<file path="src/source/event_ctrl_config.svh">
`ifndef EVENT_CTRL_CONFIG_SVH
`define EVENT_CTRL_CONFIG_SVH

// sizing of the event-path control block

// valid lanes counted by the lane statistics bank
`define EVENT_NUM_LANES 4

// transmit counters, qword count at index 0 and event count at index 1
`define EVENT_NUM_TX_COUNTS 2

// memclk cycles between the ddr reset request and the reset seen
// by the memory controller
`define EVENT_DDR_RESET_DELAY 16

`endif

</file>
<file path="src/source/event_bus_pkg.sv">
package event_bus_pkg;

    // wishbone slave signals
    typedef logic [12:0] wb_addr_t;
    typedef logic [31:0] wb_data_t;
    typedef logic [3:0]  wb_sel_t;

    // register index, byte address bits 5:2
    typedef logic [3:0] reg_index_t;

    // register map, indices 0 to 3 all alias the global register
    localparam reg_index_t REG_GLOBAL         = 4'd0;
    localparam reg_index_t REG_LANE_CNT0      = 4'd4;
    localparam reg_index_t REG_LANE_CNT1      = 4'd5;
    localparam reg_index_t REG_LANE_CNT2      = 4'd6;
    localparam reg_index_t REG_LANE_CNT3      = 4'd7;
    localparam reg_index_t REG_QWORD_CNT      = 4'd8;
    localparam reg_index_t REG_EVENT_CNT      = 4'd9;
    localparam reg_index_t REG_FLOW_CNT       = 4'd10;
    localparam reg_index_t REG_LANE_ERR       = 4'd11;
    localparam reg_index_t REG_MEM_ERR        = 4'd12;
    localparam reg_index_t REG_READOUT_ERR    = 4'd13;
    localparam reg_index_t REG_CMPL_CNT       = 4'd14;
    localparam reg_index_t REG_LANE_CNT3_COPY = 4'd15;

endpackage

</file>
<file path="src/source/event_stat_pkg.sv">
package event_stat_pkg;

    typedef logic [31:0] count_t;
    typedef logic [3:0]  lane_valid_t;
    typedef logic [31:0] err_vec_t;
    typedef logic [11:0] runcfg_t;
    typedef logic [3:0]  tio_mask_t;
    typedef logic [3:0]  track_err_t;
    typedef logic [11:0] ack_count_t;
    // shared by the allow and completion counts
    typedef logic [12:0] flow_count_t;

    // layout of the global control/status register
    typedef struct packed {
        logic [3:0] rsvd_hi;
        runcfg_t    runcfg;
        track_err_t track_err;
        tio_mask_t  tio_mask;
        logic [4:0] rsvd_lo;
        logic       ddr_reset_req;
        logic       event_reset;
        logic       force_reset;
    } glob_reg_t;

    // ack count low, allow count in the upper half
    typedef struct packed {
        logic [2:0]  rsvd_hi;
        flow_count_t allow_count;
        logic [3:0]  rsvd_lo;
        ack_count_t  ack_count;
    } flow_reg_t;

endpackage

</file>
<file path="src/source/ddr_reset_delay.sv">
`timescale 1ns/10ps

`include "event_ctrl_config.svh"

module ddr_reset_delay #(
    parameter int DELAY = `EVENT_DDR_RESET_DELAY
) (
    input  logic memclk,
    input  logic arst_n_i,
    input  logic req_i,
    output logic ddr_reset_o
);

    logic [DELAY-1:0] shift_q;

    // the memory controller only sees a request that has settled
    // for DELAY cycles
    always_ff @(posedge memclk or negedge arst_n_i) begin
        if (!arst_n_i) begin
            shift_q <= '0;
        end else begin
            shift_q[0] <= req_i;
            for (int i = 1; i < DELAY; i++) begin
                shift_q[i] <= shift_q[i-1];
            end
        end
    end

    assign ddr_reset_o = shift_q[DELAY-1];

endmodule

</file>
<file path="src/source/event_control_top.sv">
`timescale 1ns/10ps

`include "event_ctrl_config.svh"

module event_control_top (
    input  logic                        memclk,
    input  logic                        arst_n_i,

    input  logic                        wb_cyc_i,
    input  logic                        wb_stb_i,
    input  logic                        wb_we_i,
    input  event_bus_pkg::wb_addr_t     wb_adr_i,
    input  event_bus_pkg::wb_sel_t      wb_sel_i,
    input  event_bus_pkg::wb_data_t     wb_dat_i,
    output logic                        wb_ack_o,
    output event_bus_pkg::wb_data_t     wb_dat_o,

    input  logic                        event_open_i,
    input  event_stat_pkg::track_err_t  track_err_i,
    input  event_stat_pkg::err_vec_t    lane_err_i,
    input  event_stat_pkg::err_vec_t    mem_err_i,
    input  event_stat_pkg::err_vec_t    readout_err_i,
    input  event_stat_pkg::ack_count_t  ack_count_i,
    input  event_stat_pkg::flow_count_t allow_count_i,
    input  event_stat_pkg::flow_count_t cmpl_count_i,

    input  event_stat_pkg::lane_valid_t lane_valid_i,
    input  logic                        tx_qword_i,
    input  logic                        tx_event_i,

    output logic                        event_reset_o,
    output logic                        ddr_reset_o,
    output event_stat_pkg::tio_mask_t   tio_mask_o,
    output event_stat_pkg::runcfg_t     runcfg_o
);

    logic                   ddr_reset_req;
    event_stat_pkg::count_t lane_count [`EVENT_NUM_LANES];
    event_stat_pkg::count_t tx_count [`EVENT_NUM_TX_COUNTS];

    event_register_core u_core (
        .memclk          (memclk),
        .arst_n_i        (arst_n_i),
        .wb_cyc_i        (wb_cyc_i),
        .wb_stb_i        (wb_stb_i),
        .wb_we_i         (wb_we_i),
        .wb_adr_i        (wb_adr_i),
        .wb_sel_i        (wb_sel_i),
        .wb_dat_i        (wb_dat_i),
        .wb_ack_o        (wb_ack_o),
        .wb_dat_o        (wb_dat_o),
        .event_open_i    (event_open_i),
        .track_err_i     (track_err_i),
        .lane_err_i      (lane_err_i),
        .mem_err_i       (mem_err_i),
        .readout_err_i   (readout_err_i),
        .ack_count_i     (ack_count_i),
        .allow_count_i   (allow_count_i),
        .cmpl_count_i    (cmpl_count_i),
        .lane_count_i    (lane_count),
        .tx_count_i      (tx_count),
        .event_reset_o   (event_reset_o),
        .ddr_reset_req_o (ddr_reset_req),
        .tio_mask_o      (tio_mask_o),
        .runcfg_o        (runcfg_o)
    );

    event_stat_counter #(
        .NUM_COUNTS (`EVENT_NUM_LANES)
    ) u_lane_stat (
        .memclk   (memclk),
        .arst_n_i (arst_n_i),
        .clear_i  (event_reset_o),
        .valid_i  (lane_valid_i),
        .count_o  (lane_count)
    );

    // qword count at index 0, event count at index 1
    event_stat_counter #(
        .NUM_COUNTS (`EVENT_NUM_TX_COUNTS)
    ) u_tx_stat (
        .memclk   (memclk),
        .arst_n_i (arst_n_i),
        .clear_i  (event_reset_o),
        .valid_i  ({tx_event_i, tx_qword_i}),
        .count_o  (tx_count)
    );

    ddr_reset_delay #(
        .DELAY (`EVENT_DDR_RESET_DELAY)
    ) u_ddr_reset_delay (
        .memclk      (memclk),
        .arst_n_i    (arst_n_i),
        .req_i       (ddr_reset_req),
        .ddr_reset_o (ddr_reset_o)
    );

endmodule

</file>
<file path="src/source/event_register_core.sv">
`timescale 1ns/10ps

`include "event_ctrl_config.svh"

module event_register_core (
    input  logic                          memclk,
    input  logic                          arst_n_i,

    input  logic                          wb_cyc_i,
    input  logic                          wb_stb_i,
    input  logic                          wb_we_i,
    input  event_bus_pkg::wb_addr_t       wb_adr_i,
    input  event_bus_pkg::wb_sel_t        wb_sel_i,
    input  event_bus_pkg::wb_data_t       wb_dat_i,
    output logic                          wb_ack_o,
    output event_bus_pkg::wb_data_t       wb_dat_o,

    input  logic                          event_open_i,
    input  event_stat_pkg::track_err_t    track_err_i,
    input  event_stat_pkg::err_vec_t      lane_err_i,
    input  event_stat_pkg::err_vec_t      mem_err_i,
    input  event_stat_pkg::err_vec_t      readout_err_i,
    input  event_stat_pkg::ack_count_t    ack_count_i,
    input  event_stat_pkg::flow_count_t   allow_count_i,
    input  event_stat_pkg::flow_count_t   cmpl_count_i,
    input  event_stat_pkg::count_t        lane_count_i [`EVENT_NUM_LANES],
    input  event_stat_pkg::count_t        tx_count_i [`EVENT_NUM_TX_COUNTS],

    output logic                          event_reset_o,
    output logic                          ddr_reset_req_o,
    output event_stat_pkg::tio_mask_t     tio_mask_o,
    output event_stat_pkg::runcfg_t       runcfg_o
);

    logic                        req;
    logic                        rd_en;
    logic                        wr_en;
    logic                        is_global;
    event_bus_pkg::reg_index_t   reg_idx;
    event_bus_pkg::wb_data_t     rd_mux;
    event_stat_pkg::glob_reg_t   glob_reg;
    event_stat_pkg::flow_reg_t   flow_reg;

    logic                        ack_q;
    event_bus_pkg::wb_data_t     rdata_q;
    logic                        force_q;
    logic                        event_reset_q;
    logic                        ddr_req_q;
    event_stat_pkg::tio_mask_t   tio_mask_q;
    event_stat_pkg::runcfg_t     runcfg_q;

    event_stat_pkg::track_err_t  track_err_q;
    event_stat_pkg::err_vec_t    lane_err_q;
    event_stat_pkg::err_vec_t    mem_err_q;
    event_stat_pkg::err_vec_t    readout_err_q;
    event_stat_pkg::ack_count_t  ack_count_q;
    event_stat_pkg::flow_count_t allow_count_q;
    event_stat_pkg::flow_count_t cmpl_count_q;

    assign req     = wb_cyc_i & wb_stb_i;
    assign reg_idx = wb_adr_i[5:2];
    // read data is captured in the first cycle, before ack comes up
    assign rd_en   = req & ~wb_we_i & ~ack_q;
    // writes land on the edge that closes the ack cycle
    assign wr_en   = req & wb_we_i & ack_q;
    // indices 0 to 3 all map to the global register
    assign is_global = (reg_idx[3:2] == 2'b00);

    assign glob_reg.rsvd_hi       = '0;
    assign glob_reg.runcfg        = runcfg_q;
    assign glob_reg.track_err     = track_err_q;
    assign glob_reg.tio_mask      = tio_mask_q;
    assign glob_reg.rsvd_lo       = '0;
    assign glob_reg.ddr_reset_req = ddr_req_q;
    assign glob_reg.event_reset   = event_reset_q;
    assign glob_reg.force_reset   = force_q;

    assign flow_reg.rsvd_hi     = '0;
    assign flow_reg.allow_count = allow_count_q;
    assign flow_reg.rsvd_lo     = '0;
    assign flow_reg.ack_count   = ack_count_q;

    always_comb begin
        case (reg_idx)
            event_bus_pkg::REG_LANE_CNT0:      rd_mux = lane_count_i[0];
            event_bus_pkg::REG_LANE_CNT1:      rd_mux = lane_count_i[1];
            event_bus_pkg::REG_LANE_CNT2:      rd_mux = lane_count_i[2];
            event_bus_pkg::REG_LANE_CNT3:      rd_mux = lane_count_i[3];
            event_bus_pkg::REG_QWORD_CNT:      rd_mux = tx_count_i[0];
            event_bus_pkg::REG_EVENT_CNT:      rd_mux = tx_count_i[1];
            event_bus_pkg::REG_FLOW_CNT:       rd_mux = flow_reg;
            event_bus_pkg::REG_LANE_ERR:       rd_mux = lane_err_q;
            event_bus_pkg::REG_MEM_ERR:        rd_mux = mem_err_q;
            event_bus_pkg::REG_READOUT_ERR:    rd_mux = readout_err_q;
            event_bus_pkg::REG_CMPL_CNT:       rd_mux = {19'd0, cmpl_count_q};
            event_bus_pkg::REG_LANE_CNT3_COPY: rd_mux = lane_count_i[3];
            default:                           rd_mux = glob_reg;
        endcase
    end

    // bus handshake and control bits
    always_ff @(posedge memclk or negedge arst_n_i) begin
        if (!arst_n_i) begin
            ack_q         <= 1'b0;
            rdata_q       <= '0;
            force_q       <= 1'b0;
            event_reset_q <= 1'b0;
            ddr_req_q     <= 1'b0;
            tio_mask_q    <= '0;
            runcfg_q      <= '0;
        end else begin
            ack_q <= req;
            if (rd_en) begin
                rdata_q <= rd_mux;
            end
            if (wr_en && is_global) begin
                if (wb_sel_i[0]) begin
                    force_q   <= wb_dat_i[0];
                    ddr_req_q <= wb_dat_i[2];
                end
                if (wb_sel_i[1]) begin
                    tio_mask_q <= wb_dat_i[11:8];
                end
                if (wb_sel_i[2]) begin
                    runcfg_q[7:0] <= wb_dat_i[23:16];
                end
                if (wb_sel_i[3]) begin
                    runcfg_q[11:8] <= wb_dat_i[27:24];
                end
            end
            // statistics are held clear while no event is open
            event_reset_q <= force_q | ~event_open_i;
        end
    end

    // status sampling, one cycle of latency
    always_ff @(posedge memclk or negedge arst_n_i) begin
        if (!arst_n_i) begin
            track_err_q   <= '0;
            lane_err_q    <= '0;
            mem_err_q     <= '0;
            readout_err_q <= '0;
            ack_count_q   <= '0;
            allow_count_q <= '0;
            cmpl_count_q  <= '0;
        end else begin
            track_err_q   <= track_err_i;
            lane_err_q    <= lane_err_i;
            mem_err_q     <= mem_err_i;
            readout_err_q <= readout_err_i;
            ack_count_q   <= ack_count_i;
            allow_count_q <= allow_count_i;
            cmpl_count_q  <= cmpl_count_i;
        end
    end

    assign wb_ack_o        = ack_q & req;
    assign wb_dat_o        = rdata_q;
    assign event_reset_o   = event_reset_q;
    assign ddr_reset_req_o = ddr_req_q;
    assign tio_mask_o      = tio_mask_q;
    assign runcfg_o        = runcfg_q;

endmodule

</file>
<file path="src/source/event_stat_counter.sv">
`timescale 1ns/10ps

module event_stat_counter #(
    parameter int NUM_COUNTS = 1
) (
    input  logic                  memclk,
    input  logic                  arst_n_i,
    input  logic                  clear_i,
    input  logic [NUM_COUNTS-1:0] valid_i,
    output event_stat_pkg::count_t count_o [NUM_COUNTS]
);

    event_stat_pkg::count_t count_q [NUM_COUNTS];

    // one free-running count per valid bit, wraps at 2^32
    always_ff @(posedge memclk or negedge arst_n_i) begin
        if (!arst_n_i) begin
            for (int i = 0; i < NUM_COUNTS; i++) begin
                count_q[i] <= '0;
            end
        end else begin
            for (int i = 0; i < NUM_COUNTS; i++) begin
                // clear wins over a valid in the same cycle
                if (clear_i) begin
                    count_q[i] <= '0;
                end else if (valid_i[i]) begin
                    count_q[i] <= count_q[i] + 32'd1;
                end
            end
        end
    end

    assign count_o = count_q;

endmodule

</file>
<file path="config.mk">
export PLATFORM = sky130hd
export DESIGN_NAME = event_control_top
export DESIGN_NICKNAME = d
export VERILOG_FILES = /design/src/source/event_bus_pkg.sv /design/src/source/event_stat_pkg.sv /design/src/source/ddr_reset_delay.sv /design/src/source/event_control_top.sv /design/src/source/event_register_core.sv /design/src/source/event_stat_counter.sv
export VERILOG_INCLUDE_DIRS = /design/src /design/src/source
export SDC_FILE = /design/constraint.sdc
export NUM_CORES = 1
export LEC_CHECK = 0
export ABC_AREA = 0
export ABC_CLOCK_PERIOD_IN_PS = 2500
export BUFFER_PORTS_ARGS = -buffer_cell sky130_fd_sc_hd__buf_2
export CORE_UTILIZATION = 35
export DETAILED_ROUTE_END_ITERATION = 10
export HOLD_SLACK_MARGIN = 0.02
export MAX_ROUTING_LAYER = met4
export PLACE_DENSITY = 0.62
export RECOVER_POWER = 25
export SLEW_MARGIN = 20
export SYNTH_ARGS = -nofsm -noshare
export SYNTH_HDL_FRONTEND = slang
export SYNTH_HIERARCHICAL = 1
export SYNTH_SLANG_ARGS = --single-unit
</file>
<file path="constraint.sdc">
create_clock -name memclk -period 2.5 [get_ports memclk]
set_clock_uncertainty 0.1 [all_clocks]
set_input_delay 0.25 -clock memclk [delete_from_list [all_inputs] [get_ports memclk]]
set_output_delay 0.25 -clock memclk [all_outputs]
set_load 0.01 [all_outputs]
</file>
# ---- Yosys cells after proc, flatten, opt, wreduce, memory -nomap -nowiden
# Cells that the tools add are included.
# Widths: inputs -> output; s select.
dict set report totals {
  ff_bits 398
  n_memories 0
  word_cells 76
  mem_bits_ro 0
  ram_bits 0
  inputBits 199
  latch_bits 0
  output_inout_bits 51
}
dict set report classes {
  add_sub_neg 6
  order_cmp 0
  n_div 0
  n_reduce_logical 13
  shift 0
  n_mux 13
  n_mul 0
  n_eq_ne 12
  n_bitwise 10
}
# cell n
set op_table {}
lappend op_table {{$mux 32} 12}
lappend op_table {{$pmux 32 s11} 1}
lappend op_table {{$add 32x1->32 const B} 6}
lappend op_table {{$eq 4x4->1 const B} 8}
lappend op_table {{$eq 4x3->1 const B} 4}
lappend op_table {{$reduce_bool 2->1} 6}
lappend op_table {{$reduce_and 2->1} 4}
lappend op_table {{$and 1x1->1} 6}
lappend op_table {{$not 1->1} 3}
lappend op_table {{$logic_not 2->1} 1}
lappend op_table {{$reduce_or 2->1} 1}
lappend op_table {{$logic_and 1x1->1} 1}
lappend op_table {{$or 1x1->1} 1}

# ---- Logic depth before layout (Yosys ltp)
dict set report depth {
  ltp_word 5
  ltp_mapped 8
  depth_no_buf 5
}

# ---- By module
# The synthesis kept the hierarchy.
# module cells_per_inst seq_area_each_um2 instances area_per_inst_um2
set modules_own_cells {}
lappend modules_own_cells {event_register_core 722 4754.6 1 8443.1}
lappend modules_own_cells {{event_stat_counter at u_lane_stat} 686 3203.1 1 6533.8}
lappend modules_own_cells {{event_stat_counter at u_tx_stat} 358 1601.5 1 3368.2}
lappend modules_own_cells {ddr_reset_delay 16 400.4 1 400.4}

# ---- Least setup slack after synthesis
# OpenSTA, ideal clock, no wires.
dict set report synth_timing {
  kind {flip-flop to flip-flop}
  start {register u_tx_stat.count_q (netlist bit u_tx_stat/count_o[0])}
  end {register u_tx_stat.count_q (netlist bit u_tx_stat/count_o[20])}
  arrival_ps 1883
  required_ps 2322
  path_stages_with_launch 7
  path_buffers 1
  setup_ps 78
  path_slack_ps 439
  synth_period_minus_slack_ps 2061
  path_cell_list {dfrtp_1 -> ha_1 -> nand4_1 -> or2_2 -> clkbuf_1 -> or4_1 -> a21oi_1}
}
dict set report synth_between {
  elab_chain_cells 3
}
# element line_no
set synth_lines {}
lappend synth_lines {{start: declaration} event_stat_counter.sv:13} ;# event_stat_pkg::count_t count_q [NUM_COUNTS];
lappend synth_lines {{start signal: indexed assignment} event_stat_counter.sv:27} ;# count_q[i] <= count_q[i] + 32'd1;
lappend synth_lines {{$add 32x1->32} event_stat_counter.sv:27}
lappend synth_lines {{$mux 32} event_stat_counter.sv:26} ;# end else if (valid_i[i]) begin
lappend synth_lines {{$mux 32} event_stat_counter.sv:24} ;# if (clear_i) begin
# No other way between the ends. The select of a mux whose other input is x is not followed.
# A chain may end at the register's enable or synchronous reset.

# ---- Final worst setup path
dict set report layout_timing {
  start {register u_lane_stat.count_q (netlist bit u_lane_stat/count_o[17])}
  end {register u_lane_stat.count_q (netlist bit u_lane_stat/count_o[31])}
}
dict set report layout_between {
  elab_chain_cells 3
}
# element line_no
set layout_lines {}
lappend layout_lines {{start: declaration} event_stat_counter.sv:13}
lappend layout_lines {{start signal: indexed assignment} event_stat_counter.sv:27}
lappend layout_lines {{$add 32x1->32} event_stat_counter.sv:27}
lappend layout_lines {{$mux 32} event_stat_counter.sv:26}
lappend layout_lines {{$mux 32} event_stat_counter.sv:24}
# No other way between the ends. The select of a mux whose other input is x is not followed.

==> qor.yml <==
yosys:
  postSynth.asyncResetShare_pct: 100
  synth_compound_area_share_pct: 16.6
  synth_xor_area_share_pct: 3.13
  synth_nets: 1987
  synth_top_area_share_pct: 53.1
  muxShareOfSynthArea_pct: 4.68
  ys_seq_area_share_pct: 53.1
  ys_ff_latch: 398
  ys_warn_count: 6
  synth_edf_count: 0
  synthesis.area_mm2: 0.0187
  avgSynthCellArea_um2: 10.5
  yosys.area_share.adder_pct: 0.400
  synth_top_family_by_area: "simple AND/OR/NAND/NOR gates"
  yosysMostFrequentCell: "dfrtp_1"
  ys_types: 76
  netlist_instances: 1782
  ys.flop_type: "dfrtp_1"
  synthTopCellsByArea: "dfrtp_1, a21oi_1, or4_1"
  synth_top_area_cell: "dfrtp_1"
  synthSimpleGateAreaFrac_pct: 18.3
  ys_top_cells_by_count: "dfrtp_1, a21oi_1, nor2_1"
power:
  worst_ir_drop_vdd_v: 0.000603
  p_leak_nw: 10.4
  power_frac_comb_pct: 10.5
  seqPwrFrac_pct: 44.3
  power.total_mw: 15.7
  clockPowerShare_pct: 45.2
  p_int_mw: 11.6
  powerDensity_mw_per_mm2: 636
  swShare_pct: 26.0
  p_sw_mw: 4.08
grt:
  antenna_found_initial: 0
  grt_pass1_wl_mm: 109
  gr-usage-all-layers_pct: 27.9
  use_met3_pct: 3.15
  overflow: 0
  use_met2_pct: 42.5
  grt_pass1_vias: 16900
  grt_use_met1_pct: 37.6
  grt_busiest_layer: "met2"
  grt_max_degree: 71
drt:
  drt_wl_total_mm: 74.5
  routedWlPerCell_um: 25.0
  first_pass_iters: 9
  drt-initial-drc-count: 1876
  antenna_left: 0
  viasPerCell: 5.84
  drc: 13
  vias: 17400
run_status:
  outcome: "complete, but fails checks"
  violations: "DRC, capacitance limit, slew limit"
placement:
  globalplace.congestion: 0.976
  hpwl_mm: 53.3
  portBuffers: 226
  dpl.cell_count: 2714
  dpl_cell_area_mm2: 0.0214
cells_and_area:
  area_growth_pct: 31.8
  drive_gt1_share_pct: 21.5
  fill_cells: 4909
  stdcell_area_mm2: 0.0247
  finish.net_count: 2455
  n_antenna_cell: 0
  final_cell_count_no_fill: 2974
critical_path:
  worstPathMaxFanout: 8
  r2r-start: "u_lane_stat/count_o[17]"
  critPathArrivalTime_ns: 2.73
  path_class: "reg2reg"
  worstPathRequired_ns: 2.87
  worst_setup_path_end_kind: "register"
  startpoint: "u_lane_stat/count_o[17]"
  start_kind: "register"
die:
  fp.coreArea_mm2: 0.0528
  placementRows: 84
  dieArea_mm2: 0.0545
  fp.dieW_um: 233
  num_io_pins: 250
  initial_core_util_pct: 35.5
  die_h_um: 233
clock_tree:
  path_clk_slew_ns: 0.07
  clk_latency_ns: 0.60
  cts_tree: "built"
  clock_path_buffers: 3
  cts_max_level: 2
  cts_root_buf: "clkbuf_16"
  cts.repair.resized: 0
  clock_sinks: 398
  cts_buffers: 45
timing:
  setup_viol: 0
  period_minus_slack_ns: 2.36
  hold_viol: 0
  fin_crit_sh_pct: 94.3
  drv_slew: 65
  max_freq_ghz: 0.424
  finalSetupTns_ns: 0
  max_slew_margin_pct: -38.9
  grt_setup_unrepaired: "no"
  tightest_slew_ns: 2.08
hold_path:
  hold_path.startpoint: "wb_adr_i[3]"
  min-delay-path-class: "in2reg"
flow_run:
  maxCapViolCount: 1
-- power by group through the flow --
stage	Clock [mW]	Combinational, mW	Sequential [mW]
2_1_floorplan	0	0.536	7.01
3_3_place_gp	0	1.37	7.08
3_5_place_dp	0	1.39	7.07
4_1_cts	7.19	1.61	6.96
5_1_grt	7.45	1.75	6.98
6_report	7.10	1.64	6.97
-- cells by family (layout without fill, tap and decap cells) --
| family | Yosys count | after routing |
|---|---|---|
| buffers and inverters | 147 | 651 |
| AND/OR/NAND/NOR | 613 | 613 |
| multiplexers | 78 | 78 |
| adder cells (fa/ha/maj) | 6 | 6 |
| XOR/XNOR | 67 | 67 |
| AO/OA/AOI/OAI | 473 | 473 |
| flip-flops | 398 | 398 |
-- sequential cells by signal (all words and copies together), names as in the netlist --
signal and flops:
u_core/readout_err_q 32, u_core/wb_dat_o 32, u_core/allow_count_q 13, u_core/ddr_reset_req_o 1
u_core/mem_err_q 32, u_core/tio_mask_o 4, u_core/force_q 1, u_tx_stat/count_o 64
u_core/track_err_q 4, u_ddr_reset_delay/shift_q 16, u_core/lane_err_q 32, u_core/ack_count_q 12
u_core/ack_q 1, u_core/runcfg_o 12, u_core/cmpl_count_q 13, u_lane_stat/count_o 128
u_core/event_reset_o 1
-- per-layer routing --
metal	vias to the layer above	wire length (um)
met5	-	0
met4	0	3410
met3	146	4770
met2	847	34300
met1	8700	32000
li1	7686	-
-- area by class of cell --
class / count / area (um2) / share of cell area, %
multi-input cells: 1237 / 8080 / 32.7
clock inverters: 22 / 309 / 1.25
flip-flops and latches: 398 / 9960 / 40.3
inverters: 26 / 97.6 / 0.395
repair buffers: 542 / 4130 / 16.7
well taps: 688 / 861 / 3.49
clock buffers: 61 / 1260 / 5.09
-- critical path: stages, from the launching register on --
cell     delay (ns)
dfrtp_1        0.49
nand4_1        0.21
or4b_1         0.71
nor4_1         0.35
mux2_2         0.38
-- through the flow --
stage / hold WS [ns] / worst slack (ns) / util, %
after floorplan: -0.146 / 0.439 / -
after global placement: 0.210 / 0.114 / 40.5
after detailed placement: 0.215 / 0.146 / 40.5
after CTS: 0.0208 / 0.183 / 46.9
after global routing: 0.0749 / 0.0250 / 46.8
final: 0.0447 / 0.141 / 46.8
-- worst paths after layout --
check	to	slack (ns)	cells past startpoint
max	u_lane_stat/count_o[31]	0.14	4
min	u_core/wb_dat_o[21]	0.04	3
max reg2reg	u_lane_stat/count_o[31]	0.14	4
min reg2reg	u_ddr_reset_delay/shift_q[15]	0.24	0
max in group asynchronous	u_lane_stat/count_o[111]	0.32	2
min in group asynchronous	u_core/wb_dat_o[3]	0.72	2
-- placed cells by master (no fill, tap or decap), types with 15 or more instances in the layout --
master	instances
dfrtp_1	397
buf_2	209
dlygate4sd3_1	177
a21oi_1	147
buf_4	125
nor2_1	116
nand2_1	105
or4_1	82
o31ai_1	77
o21ai_0	72
nand3_1	65
nand4_1	60
a22oi_1	52
xor2_1	47
clkbuf_16	45
or3_1	44
mux2_2	41
and4_1	33
mux2i_1	31
and3_1	26
inv_1	26
clkbuf_1	24
xnor2_1	20
buf_12	16
nor2b_1	16
nor3_1	15
-- timing repair --
action                                 in CTS  in global routing
buffers inserted                            0                  0
hold buffers                              177                  0
endpoints found under the hold margin     235                  0
Note: power is estimated with default switching activity, not from simulation.
